**config.mk**
```make
export PLATFORM = sky130hd
export DESIGN_NAME = mini_core_top
export DESIGN_NICKNAME = d
export VERILOG_FILES = /design/src/hw/core_pkg.sv /design/src/hw/gen_dff.sv /design/src/hw/reg_file.sv /design/src/hw/exec_stage.sv /design/src/hw/decode_stage.sv /design/src/hw/fetch_stage.sv /design/src/hw/apb_host_port.sv /design/src/hw/mini_core_top.sv
export VERILOG_INCLUDE_DIRS = /design/src /design/src/hw
export SDC_FILE = /design/constraint.sdc
export NUM_CORES = 2
export LEC_CHECK = 0
export CORE_MARGIN = 2
export CORE_UTILIZATION = 29
export DETAILED_ROUTE_END_ITERATION = 12
export DONT_BUFFER_PORTS = 1
export MAX_ROUTING_LAYER = met4
export SLEW_MARGIN = 20
export SYNTH_ARGS = -nofsm -noshare
export SYNTH_HDL_FRONTEND = slang
export SYNTH_HIERARCHICAL = 1
export SYNTH_SLANG_ARGS = --single-unit
```
**constraint.sdc**
```tcl
create_clock -name clk_i -period 3.7 [get_ports clk_i]
set_input_delay 0.925 -clock clk_i [delete_from_list [all_inputs] [get_ports clk_i]]
set_output_delay 0.925 -clock clk_i [all_outputs]
set_load 0.05 [all_outputs]
```
**src/hw/core_defs.svh**
```systemverilog
// size macros and APB address map of the mini core
`ifndef CORE_DEFS_SVH
`define CORE_DEFS_SVH

`define CORE_DW          16       // register and alu width
`define CORE_IW          16       // instruction word width
`define CORE_IMEM_DEPTH  64       // instruction words
`define CORE_NREGS       8        // r0 .. r7
`define CORE_PADDR_W     12       // apb address width
`define CORE_PDATA_W     32       // apb data width

`define CORE_ADDR_IMEM   12'h000  // imem words at 4-byte steps
`define CORE_ADDR_CTRL   12'h100  // bit 0 start / run
`define CORE_ADDR_STATUS 12'h104  // host state in bits 1:0
`define CORE_ADDR_REGS   12'h180  // r0 .. r7 at 4-byte steps

`endif

```
**src/hw/core_pkg.sv**
```systemverilog
// opcode and host state enums, instruction and stage register structs
`include "core_defs.svh"

package core_pkg;

    localparam int PC_W = $clog2(`CORE_IMEM_DEPTH);  // pc / imem index width
    localparam int RA_W = $clog2(`CORE_NREGS);       // register address width

    typedef enum logic [3:0] {
        OP_NOP  = 4'd0,
        OP_LDI  = 4'd1,
        OP_ADD  = 4'd2,
        OP_SUB  = 4'd3,
        OP_AND  = 4'd4,
        OP_OR   = 4'd5,
        OP_XOR  = 4'd6,
        OP_JMP  = 4'd7,
        OP_HALT = 4'd8
    } opcode_e;

    typedef enum logic [1:0] {
        HOST_IDLE    = 2'd0,
        HOST_RUNNING = 2'd1,
        HOST_HALTED  = 2'd2
    } host_state_e;

    // ~~~~~~~~~~~~~~~~~~~~~~~~~~~~~~
    typedef struct packed {
        logic [RA_W-1:0] rs1;
        logic [RA_W-1:0] rs2;
        logic [2:0]      spare;     // unused
    } rr_fields_t;

    typedef struct packed {
        logic [7:0] imm;            // ldi value, jmp target in low six bits
        logic       spare;
    } ri_fields_t;

    typedef union packed {
        rr_fields_t rr;
        ri_fields_t ri;
    } instr_body_u;

    typedef struct packed {
        opcode_e         opcode;    // bits 15:12
        logic [RA_W-1:0] rd;        // bits 11:9
        instr_body_u     body;      // bits 8:0
    } instr_t;

    // ~~~~~~~~~~~~~~~~~~~~~~~~~~~~~~
    typedef struct packed {
        logic            valid;
        instr_t          instr;
        logic [PC_W-1:0] pc;
    } if_id_t;

    typedef struct packed {
        logic             valid;
        opcode_e          opcode;
        logic [RA_W-1:0]  rd;
        logic [`CORE_DW-1:0] op_a;
        logic [`CORE_DW-1:0] op_b;   // also the ldi immediate
        logic [PC_W-1:0]  target;
    } id_ex_t;

endpackage

```
**src/hw/gen_dff.sv**
```systemverilog
// generic flip-flops: flushable pipe register and enable register
`timescale 1ns/1ps

// stage register, reset or hold loads the default value
module gen_pipe_dff #(
    parameter int unsigned DW = 32
) (
    input  logic          clk_i,
    input  logic          rst_ni,
    input  logic          hold_i,     // flush / stall to default
    input  logic [DW-1:0] def_val_i,
    input  logic [DW-1:0] din_i,
    output logic [DW-1:0] qout_o
);

    logic [DW-1:0] qout_q;

    always_ff @(posedge clk_i) begin
        if (!rst_ni || hold_i) begin
            qout_q <= def_val_i;          // nop bubble
        end else begin
            qout_q <= din_i;
        end
    end

    assign qout_o = qout_q;

endmodule

// enable register, clears to zero on reset
module gen_en_dff #(
    parameter int unsigned DW = 32
) (
    input  logic          clk_i,
    input  logic          rst_ni,
    input  logic          en_i,
    input  logic [DW-1:0] din_i,
    output logic [DW-1:0] qout_o
);

    logic [DW-1:0] qout_q;

    always_ff @(posedge clk_i) begin
        if (!rst_ni) begin
            qout_q <= '0;
        end else if (en_i) begin
            qout_q <= din_i;              // load only when enabled
        end
    end

    assign qout_o = qout_q;

endmodule

```
**src/hw/reg_file.sv**
```systemverilog
// register file: eight registers, one write port, three read ports
`timescale 1ns/1ps
`include "core_defs.svh"

module reg_file import core_pkg::*; (
    input  logic                clk_i,
    input  logic                rst_ni,
    input  logic                wr_en_i,
    input  logic [RA_W-1:0]     wr_addr_i,
    input  logic [`CORE_DW-1:0] wr_data_i,
    input  logic [RA_W-1:0]     rs1_addr_i,
    input  logic [RA_W-1:0]     rs2_addr_i,
    input  logic [RA_W-1:0]     host_addr_i,
    output logic [`CORE_DW-1:0] rs1_data_o,
    output logic [`CORE_DW-1:0] rs2_data_o,
    output logic [`CORE_DW-1:0] host_data_o
);

    logic [`CORE_DW-1:0] regs_q [`CORE_NREGS];

    always_ff @(posedge clk_i) begin
        if (!rst_ni) begin
            for (int i = 0; i < `CORE_NREGS; i++) begin
                regs_q[i] <= '0;
            end
        end else if (wr_en_i) begin
            regs_q[wr_addr_i] <= wr_data_i;  // write-back at end of execute
        end
    end

    assign rs1_data_o  = regs_q[rs1_addr_i];  // decode port a
    assign rs2_data_o  = regs_q[rs2_addr_i];  // decode port b
    assign host_data_o = regs_q[host_addr_i]; // apb read window

endmodule

```
**src/hw/exec_stage.sv**
```systemverilog
// execute stage: alu, register write-back, jump and halt detection
`timescale 1ns/1ps
`include "core_defs.svh"

module exec_stage import core_pkg::*; (
    input  id_ex_t              id_ex_i,
    output logic                wr_en_o,        // also the forwarding valid
    output logic [RA_W-1:0]     wr_addr_o,
    output logic [`CORE_DW-1:0] wr_data_o,
    output logic                jump_o,
    output logic [PC_W-1:0]     jump_target_o,
    output logic                halt_o,
    output logic                flush_o
);

    assign wr_addr_o     = id_ex_i.rd;
    assign jump_target_o = id_ex_i.target;

    always_comb begin
        wr_en_o   = 1'b0;
        wr_data_o = '0;
        jump_o    = 1'b0;
        halt_o    = 1'b0;
        if (id_ex_i.valid) begin           // bubbles do nothing
            unique case (id_ex_i.opcode)
                OP_LDI:  begin wr_en_o = 1'b1; wr_data_o = id_ex_i.op_b; end
                OP_ADD:  begin wr_en_o = 1'b1; wr_data_o = id_ex_i.op_a + id_ex_i.op_b; end
                OP_SUB:  begin wr_en_o = 1'b1; wr_data_o = id_ex_i.op_a - id_ex_i.op_b; end
                OP_AND:  begin wr_en_o = 1'b1; wr_data_o = id_ex_i.op_a & id_ex_i.op_b; end
                OP_OR:   begin wr_en_o = 1'b1; wr_data_o = id_ex_i.op_a | id_ex_i.op_b; end
                OP_XOR:  begin wr_en_o = 1'b1; wr_data_o = id_ex_i.op_a ^ id_ex_i.op_b; end
                OP_JMP:  jump_o = 1'b1;
                OP_HALT: halt_o = 1'b1;
                default: ;                 // nop and unused codes
            endcase
        end
    end

    // both younger instructions are dropped on jmp or halt
    assign flush_o = jump_o | halt_o;

endmodule

```
**src/hw/decode_stage.sv**
```systemverilog
// decode stage: field split, operand select with forwarding, id/ex register
`timescale 1ns/1ps
`include "core_defs.svh"

module decode_stage import core_pkg::*; (
    input  logic                clk_i,
    input  logic                rst_ni,
    input  logic                run_i,
    input  logic                flush_i,
    input  if_id_t              if_id_i,
    output logic [RA_W-1:0]     rs1_addr_o,
    output logic [RA_W-1:0]     rs2_addr_o,
    input  logic [`CORE_DW-1:0] rs1_data_i,
    input  logic [`CORE_DW-1:0] rs2_data_i,
    input  logic                fwd_en_i,     // execute writes this cycle
    input  logic [RA_W-1:0]     fwd_addr_i,
    input  logic [`CORE_DW-1:0] fwd_data_i,
    output id_ex_t              id_ex_o
);

    localparam id_ex_t ID_EX_NOP = '0;

    instr_t              instr;
    logic [`CORE_DW-1:0] imm_ext;
    logic [`CORE_DW-1:0] src_a;
    logic [`CORE_DW-1:0] src_b;
    logic                id_hold;
    id_ex_t              id_ex_d;

    // ~~~~~~~~~~~~~~~~~~~~~~~~~~~~~~
    assign instr      = if_id_i.instr;
    assign rs1_addr_o = instr.body.rr.rs1;
    assign rs2_addr_o = instr.body.rr.rs2;
    assign imm_ext    = {{(`CORE_DW-8){1'b0}}, instr.body.ri.imm};  // zero extend

    // older instruction in execute wins over the register file
    assign src_a = (fwd_en_i && fwd_addr_i == rs1_addr_o) ? fwd_data_i : rs1_data_i;
    assign src_b = (fwd_en_i && fwd_addr_i == rs2_addr_o) ? fwd_data_i : rs2_data_i;

    always_comb begin
        id_ex_d        = ID_EX_NOP;
        id_ex_d.valid  = if_id_i.valid;
        id_ex_d.opcode = instr.opcode;
        id_ex_d.rd     = instr.rd;
        id_ex_d.op_a   = src_a;
        id_ex_d.op_b   = (instr.opcode == OP_LDI) ? imm_ext : src_b;
        id_ex_d.target = instr.body.ri.imm[PC_W-1:0];   // jmp only
    end

    assign id_hold = ~run_i | flush_i;     // same bubble rule as if/id

    gen_pipe_dff #(.DW($bits(id_ex_t))) u_id_ex (
        .clk_i    (clk_i),
        .rst_ni   (rst_ni),
        .hold_i   (id_hold),
        .def_val_i(ID_EX_NOP),
        .din_i    (id_ex_d),
        .qout_o   (id_ex_o)
    );

endmodule

```
**src/hw/fetch_stage.sv**
```systemverilog
// fetch stage: pc register, imem address, jump redirect, if/id register
`timescale 1ns/1ps
`include "core_defs.svh"

module fetch_stage import core_pkg::*; (
    input  logic                clk_i,
    input  logic                rst_ni,
    input  logic                run_i,
    input  logic                start_i,
    input  logic                jump_i,
    input  logic [PC_W-1:0]     jump_target_i,
    input  logic                flush_i,
    output logic [PC_W-1:0]     imem_addr_o,
    input  logic [`CORE_IW-1:0] imem_rdata_i,
    output if_id_t              if_id_o
);

    localparam if_id_t IF_ID_NOP = '0;     // invalid nop

    logic [PC_W-1:0] pc_q;
    logic [PC_W-1:0] pc_d;
    logic            pc_en;
    logic            if_hold;
    if_id_t          if_id_d;

    // ~~~~~~~~~~~~~~~~~~~~~~~~~~~~~~
    always_comb begin
        if (start_i) begin
            pc_d = '0;                     // restart from word 0
        end else if (jump_i) begin
            pc_d = jump_target_i;
        end else begin
            pc_d = pc_q + 1'b1;            // wraps at imem depth
        end
    end

    assign pc_en = run_i | start_i;        // frozen while idle or halted

    gen_en_dff #(.DW(PC_W)) u_pc (
        .clk_i (clk_i),
        .rst_ni(rst_ni),
        .en_i  (pc_en),
        .din_i (pc_d),
        .qout_o(pc_q)
    );

    assign imem_addr_o = pc_q;             // combinational imem read

    // ~~~~~~~~~~~~~~~~~~~~~~~~~~~~~~
    assign if_id_d.valid = 1'b1;
    assign if_id_d.instr = imem_rdata_i;
    assign if_id_d.pc    = pc_q;

    assign if_hold = ~run_i | start_i | flush_i;

    gen_pipe_dff #(.DW($bits(if_id_t))) u_if_id (
        .clk_i    (clk_i),
        .rst_ni   (rst_ni),
        .hold_i   (if_hold),
        .def_val_i(IF_ID_NOP),
        .din_i    (if_id_d),
        .qout_o   (if_id_o)
    );

endmodule

```
**src/hw/apb_host_port.sv**
```systemverilog
// APB slave: instruction memory, control/status FSM, register read window
`timescale 1ns/1ps
`include "core_defs.svh"

module apb_host_port import core_pkg::*; (
    input  logic                     clk_i,
    input  logic                     rst_ni,
    input  logic [`CORE_PADDR_W-1:0] paddr_i,
    input  logic                     psel_i,
    input  logic                     penable_i,
    input  logic                     pwrite_i,
    input  logic [`CORE_PDATA_W-1:0] pwdata_i,
    output logic [`CORE_PDATA_W-1:0] prdata_o,
    output logic                     pready_o,
    output logic                     pslverr_o,
    input  logic                     halt_i,
    input  logic [PC_W-1:0]          imem_addr_i,
    output logic                     run_o,
    output logic                     start_o,
    output logic [`CORE_IW-1:0]      imem_rdata_o,
    output logic [RA_W-1:0]          reg_addr_o,
    input  logic [`CORE_DW-1:0]      reg_data_i
);

    localparam logic [`CORE_PADDR_W-1:0] IMEM_BASE = `CORE_ADDR_IMEM;
    localparam logic [`CORE_PADDR_W-1:0] REGS_BASE = `CORE_ADDR_REGS;
    localparam logic [`CORE_PADDR_W-1:0] IMEM_SPAN = `CORE_PADDR_W'(`CORE_IMEM_DEPTH * 4);
    localparam logic [`CORE_PADDR_W-1:0] REGS_SPAN = `CORE_PADDR_W'(`CORE_NREGS * 4);

    logic [`CORE_IW-1:0]      imem [`CORE_IMEM_DEPTH];
    host_state_e              state_q;
    host_state_e              state_d;
    logic                     start_q;
    logic                     access;
    logic [`CORE_PADDR_W-1:0] imem_off;
    logic [`CORE_PADDR_W-1:0] regs_off;
    logic                     imem_hit;
    logic                     ctrl_hit;
    logic                     status_hit;
    logic                     regs_hit;
    logic                     ctrl_wr;
    logic                     imem_wr;

    // ~~~~~~~~~~~~~~~~~~~~~~~~~~~~~~
    assign access     = psel_i & penable_i;          // no wait states
    assign imem_off   = paddr_i - IMEM_BASE;
    assign regs_off   = paddr_i - REGS_BASE;
    assign imem_hit   = (imem_off < IMEM_SPAN) && (paddr_i[1:0] == 2'b00);
    assign regs_hit   = (regs_off < REGS_SPAN) && (paddr_i[1:0] == 2'b00);
    assign ctrl_hit   = (paddr_i == `CORE_ADDR_CTRL);
    assign status_hit = (paddr_i == `CORE_ADDR_STATUS);
    assign reg_addr_o = regs_off[RA_W+1:2];

    assign ctrl_wr = access & pwrite_i & ctrl_hit;
    assign imem_wr = access & pwrite_i & imem_hit & ~run_o;  // locked while running

    assign pready_o  = 1'b1;
    assign pslverr_o = access & (~(imem_hit | regs_hit | ctrl_hit | status_hit)
                               | (pwrite_i & imem_hit & run_o));

    always_comb begin
        prdata_o = '0;
        if (imem_hit) begin
            prdata_o[`CORE_IW-1:0] = imem[imem_off[PC_W+1:2]];  // zero extended
        end else if (ctrl_hit) begin
            prdata_o[0] = run_o;
        end else if (status_hit) begin
            prdata_o[1:0] = state_q;
        end else if (regs_hit) begin
            prdata_o[`CORE_DW-1:0] = reg_data_i;
        end
    end

    // ~~~~~~~~~~~~~~~~~~~~~~~~~~~~~~
    always_ff @(posedge clk_i) begin
        if (imem_wr) begin
            imem[imem_off[PC_W+1:2]] <= pwdata_i[`CORE_IW-1:0];
        end
    end

    assign imem_rdata_o = imem[imem_addr_i];  // fetch port

    // host state, a ctrl write wins over a halt in the same cycle
    always_comb begin
        state_d = state_q;
        if (ctrl_wr) begin
            state_d = pwdata_i[0] ? HOST_RUNNING : HOST_IDLE;
        end else if (halt_i && state_q == HOST_RUNNING) begin
            state_d = HOST_HALTED;
        end
    end

    always_ff @(posedge clk_i) begin
        if (!rst_ni) begin
            state_q <= HOST_IDLE;
            start_q <= 1'b0;
        end else begin
            state_q <= state_d;
            start_q <= ctrl_wr & pwdata_i[0];  // one-cycle pulse
        end
    end

    assign run_o   = (state_q == HOST_RUNNING);
    assign start_o = start_q;

endmodule

```
**src/hw/mini_core_top.sv**
```systemverilog
// top level: host port, three pipeline stages and register file
`timescale 1ns/1ps
`include "core_defs.svh"

module mini_core_top import core_pkg::*; (
    input  logic                     clk_i,
    input  logic                     rst_ni,
    input  logic [`CORE_PADDR_W-1:0] paddr_i,
    input  logic                     psel_i,
    input  logic                     penable_i,
    input  logic                     pwrite_i,
    input  logic [`CORE_PDATA_W-1:0] pwdata_i,
    output logic [`CORE_PDATA_W-1:0] prdata_o,
    output logic                     pready_o,
    output logic                     pslverr_o
);

    logic                run;
    logic                start;
    logic                halt;
    logic                flush;
    logic                jump;
    logic [PC_W-1:0]     jump_target;
    logic [PC_W-1:0]     imem_addr;
    logic [`CORE_IW-1:0] imem_rdata;
    if_id_t              if_id;
    id_ex_t              id_ex;
    logic [RA_W-1:0]     rs1_addr;
    logic [RA_W-1:0]     rs2_addr;
    logic [`CORE_DW-1:0] rs1_data;
    logic [`CORE_DW-1:0] rs2_data;
    logic                wr_en;      // write-back, doubles as forwarding bus
    logic [RA_W-1:0]     wr_addr;
    logic [`CORE_DW-1:0] wr_data;
    logic [RA_W-1:0]     reg_addr;
    logic [`CORE_DW-1:0] reg_data;

    apb_host_port u_host (
        .clk_i(clk_i), .rst_ni(rst_ni),
        .paddr_i(paddr_i), .psel_i(psel_i), .penable_i(penable_i),
        .pwrite_i(pwrite_i), .pwdata_i(pwdata_i), .prdata_o(prdata_o),
        .pready_o(pready_o), .pslverr_o(pslverr_o),
        .halt_i(halt), .imem_addr_i(imem_addr), .run_o(run), .start_o(start),
        .imem_rdata_o(imem_rdata), .reg_addr_o(reg_addr), .reg_data_i(reg_data)
    );

    fetch_stage u_fetch (
        .clk_i(clk_i), .rst_ni(rst_ni), .run_i(run), .start_i(start),
        .jump_i(jump), .jump_target_i(jump_target), .flush_i(flush),
        .imem_addr_o(imem_addr), .imem_rdata_i(imem_rdata), .if_id_o(if_id)
    );

    decode_stage u_decode (
        .clk_i(clk_i), .rst_ni(rst_ni), .run_i(run), .flush_i(flush),
        .if_id_i(if_id), .rs1_addr_o(rs1_addr), .rs2_addr_o(rs2_addr),
        .rs1_data_i(rs1_data), .rs2_data_i(rs2_data),
        .fwd_en_i(wr_en), .fwd_addr_i(wr_addr), .fwd_data_i(wr_data),
        .id_ex_o(id_ex)
    );

    exec_stage u_exec (
        .id_ex_i(id_ex), .wr_en_o(wr_en), .wr_addr_o(wr_addr), .wr_data_o(wr_data),
        .jump_o(jump), .jump_target_o(jump_target), .halt_o(halt), .flush_o(flush)
    );

    reg_file u_regs (
        .clk_i(clk_i), .rst_ni(rst_ni),
        .wr_en_i(wr_en), .wr_addr_i(wr_addr), .wr_data_i(wr_data),
        .rs1_addr_i(rs1_addr), .rs2_addr_i(rs2_addr), .host_addr_i(reg_addr),
        .rs1_data_o(rs1_data), .rs2_data_o(rs2_data), .host_data_o(reg_data)
    );

endmodule

```
==> summary.md <==
| Metric | Value |
|---|---|
| Run status | finished with violations |
| Violations in the final reports | setup timing |
| Most common library cell in the layout ignoring fill and taps | sky130_fd_sc_hd__edfxtp_1 |
| Power density over the cells | 411 nW/um^2 |
| Global-route wire length before repair | 280,000 um |
| Final estimated routing congestion in global placement | 0.888 |
| # IOs | 83 |
| Number of global-route vias before repair | 37,347 |
| Input/output buffers | 0 |
| Setup repair after global routing missed its margin | true |
| Reg clk slew, reported paths | 0.06 ns |
| Register-to-Register Setup Slack | 0.02 ns |
| Num CTS Buffers | 130 |
| DR WL/cell | 29.9 um |
| Data required time at the worst endpoint | 2.77 ns |
| Share of the clock period used by the worst path | 116% |
| Vias per Instance | 5.59 |
| Setup TNS | -6.25 ns |
| Worst R2R Path Depth | 15 |
| Total count of hold-check failures in the final report | 0 |
| Utilization of the core after routing | 35.0% |
| CP arrival | 3.36 ns |
| DP HPWL | 128,000 um |
| Gate count after technology mapping | 3,543 |
| Floorplan die area | 216,000 um^2 |
| Cell count of the worst hold path | 0 |
| Most frequent cells in the layout | sky130_fd_sc_hd__edfxtp_1 (1,152), sky130_fd_sc_hd__mux4_2 (469), sky130_fd_sc_hd__buf_4 (320) |
| Clock skew after layout | 0.0362 ns |
| Total Routing Usage GR | 18.4% |
| FF-to-FF Start | u_decode/u_id_ex/qout_o[11]$_DFF_P_ |
| Number of max-slew violations in the final report | 0 |
| FP Rows | 169 |
| Post-Synthesis Cell Area | 61,500 um^2 |
| Final antenna-violating net count | 0 |
| Placed Instance Area | 68,100 um^2 |
| Worst path max stage delay | 0.51 ns |
| P_leak | 24.3 nW |
| Area growth from synthesis to layout | 20.3% |
| Remaining routing DRC violations | 0 |
| Total number of vias | 38,220 |
| Standard cell with the maximum stage delay on the critical path | sky130_fd_sc_hd__mux4_2 |
| Worst min path class | input port to register |
| Antenna violations before repair | 8 |
| Average footprint of a synthesized cell | 17.4 um^2 |
| CTS max path bufs | 3 |
| Starting density of the core | 29.1% |
| WL final | 204,000 um |
| Max_slew headroom | 31.6% |
| TritonCTS clock tree | built |
| Cells traversed along the worst timing path | buf_16, buf_16, clkbuf_16, mux4_2, mux2i_2, o21ai_1, o21ai_2, buf_4, o2111ai_4, buf_12 |
| Shortest period the worst path allows | 4.28 ns |
| GR Overflow Total | 0 |
| Setup violation total in the final timing report | 16 |
| Number of optimization iterations in the first detailed-route pass | 6 |
| Critical path startpoint | paddr_i[2] |
| Fraction of final layout cells sized beyond drive strength 1 | 37.6% |
| Worst Setup Start Kind | input port |
| Number of logic stages on the critical path including buffering | 10 |
| Most repeated library cell on the critical path | sky130_fd_sc_hd__buf_16 |
| Capture instance of the worst register-to-register path | u_decode/u_id_ex/qout_o[19]$_DFF_P_ |
| Pin count of the biggest net entering global routing | 401 |
| Fill cell total of the finished layout | 19,885 |
| Slew at the pin with the worst max-slew slack | 1.02 ns |
| Type of destination of the critical path | output pin |
| Fin nets | 4,011 |
| Maximum achievable frequency | 234 MHz |
| Number of warning messages in the yosys log | 6 |
| Max-cap violations | 0 |
| Final worst setup slack | -0.581 ns |
| Cell class contributing the biggest share of worst-path delay | buffers and inverters |
| First-iteration detailed-routing DRC count | 5,056 |
| Cell Count, Final, Fillers Out | 6,832 |
| Worst setup path class | input port to output pin |
| Number of buffers and inverters on the critical path | 5 |
| Capturing element of the worst setup path | prdata_o[1] |
| Cell count after placement | 6,534 |
| Core area | 211,000 um^2 |
| Clock Latency Late Sink | 0.79 ns |
| Multi-input logic area | 24,600 um^2 |
| Maximum fanout encountered on the critical timing path | 22 |
| Number of clock sinks seen by CTS | 1,223 |
| Root buffer cell | sky130_fd_sc_hd__clkbuf_16 |
| VDD IR max | 0.422 mV |
| Final instance area | 74,000 um^2 |
| Die outline width | 464 um |
| Y dimension of the die | 464 um |
| Level count of the clock H-tree | 4 |
| Area occupied by registers | 36,000 um^2 |
| Hold_buf cts | 0 |
-- repair_timing --
action                                  CTS  global route
resized for setup                        99           102
pin swaps                                26            41
endpoints found under the setup margin   32           258
buffers inserted                          5            39
gates cloned                              0            21
-- flip-flops by register name, summed over array words and instances (netlist names) --
name / count
u_host/imem: 1024
u_decode/u_id_ex/qout_o: 46
u_host/state_q: 2
u_regs/regs_q: 128
u_host/start_o: 1
u_fetch/u_pc/qout_o: 6
u_fetch/u_if_id/qout_o: 16
-- worst register-to-register path, cell delays in order (launching register included) --
cell and delay, ns:
sky130_fd_sc_hd__dfxtp_2 0.31, sky130_fd_sc_hd__or3_4 0.41, sky130_fd_sc_hd__nor2_4 0.20, sky130_fd_sc_hd__nand2_4 0.09, sky130_fd_sc_hd__o41ai_4 0.35, sky130_fd_sc_hd__xnor2_1 0.16, sky130_fd_sc_hd__ha_2 0.34, sky130_fd_sc_hd__a21oi_2 0.19
sky130_fd_sc_hd__o21ai_2 0.10, sky130_fd_sc_hd__a31o_2 0.25, sky130_fd_sc_hd__o31ai_4 0.07, sky130_fd_sc_hd__mux2i_2 0.35, sky130_fd_sc_hd__o21ai_4 0.14, sky130_fd_sc_hd__mux2i_2 0.23, sky130_fd_sc_hd__nor2_1 0.08, sky130_fd_sc_hd__mux2_4 0.29
-- area by class of cell --
class	count	share of cell area, %
well taps	2821	4.77
inverters	56	0.303
clock buffers	160	4.59
diodes	4	0.0135
multi-input cells	2028	33.3
flip-flops and latches	1223	48.7
repair buffers	472	7.26
clock inverters	68	1.00
-- per-layer routing --
layer,routed length (um),vias to the layer above,track usage [%]
met5,0,-,-
met2,96300,2277,28.8
met4,7720,0,5.73
met1,78400,20110,23.8
met3,22100,373,4.22
li1,-,15460,-
-- worst min-delay path by stage --
stage,start,to
5_1_grt,pwdata_i[1],u_host/imem[53][1]$_DFFE_PP_
6_report,pwdata_i[1],u_host/imem[53][1]$_DFFE_PP_
3_3_place_gp,u_fetch/u_if_id/qout_o[17]$_DFF_P_,u_decode/u_id_ex/qout_o[40]$_DFF_P_
2_1_floorplan,u_fetch/u_if_id/qout_o[22]$_DFF_P_,u_decode/u_id_ex/qout_o[45]$_DFF_P_
4_1_cts,pwdata_i[7],u_host/imem[0][7]$_DFFE_PP_
3_5_place_dp,u_fetch/u_if_id/qout_o[16]$_DFF_P_,u_decode/u_id_ex/qout_o[39]$_DFF_P_
-- through the flow --
stage / hold WS (ns) / setup WS (ns) / power, mW
5_1_grt: 0.204 / -0.542 / 31.2
3_5_place_dp: 0.444 / -0.870 / 17.3
3_3_place_gp: 0.446 / -0.936 / 17.3
4_1_cts: 0.190 / -0.752 / 30.2
2_1_floorplan: 0.433 / -0.0181 / 16.9
6_report: 0.236 / -0.581 / 30.4
-- where the power goes --
part | internal (mW) | switching [mW] | total [mW]
Clock | 7.30 | 5.66 | 13.0
Combinational | 0.990 | 1.12 | 2.11
Sequential | 15.2 | 0.0885 | 15.3
Note: power is estimated with default switching activity, not from simulation.
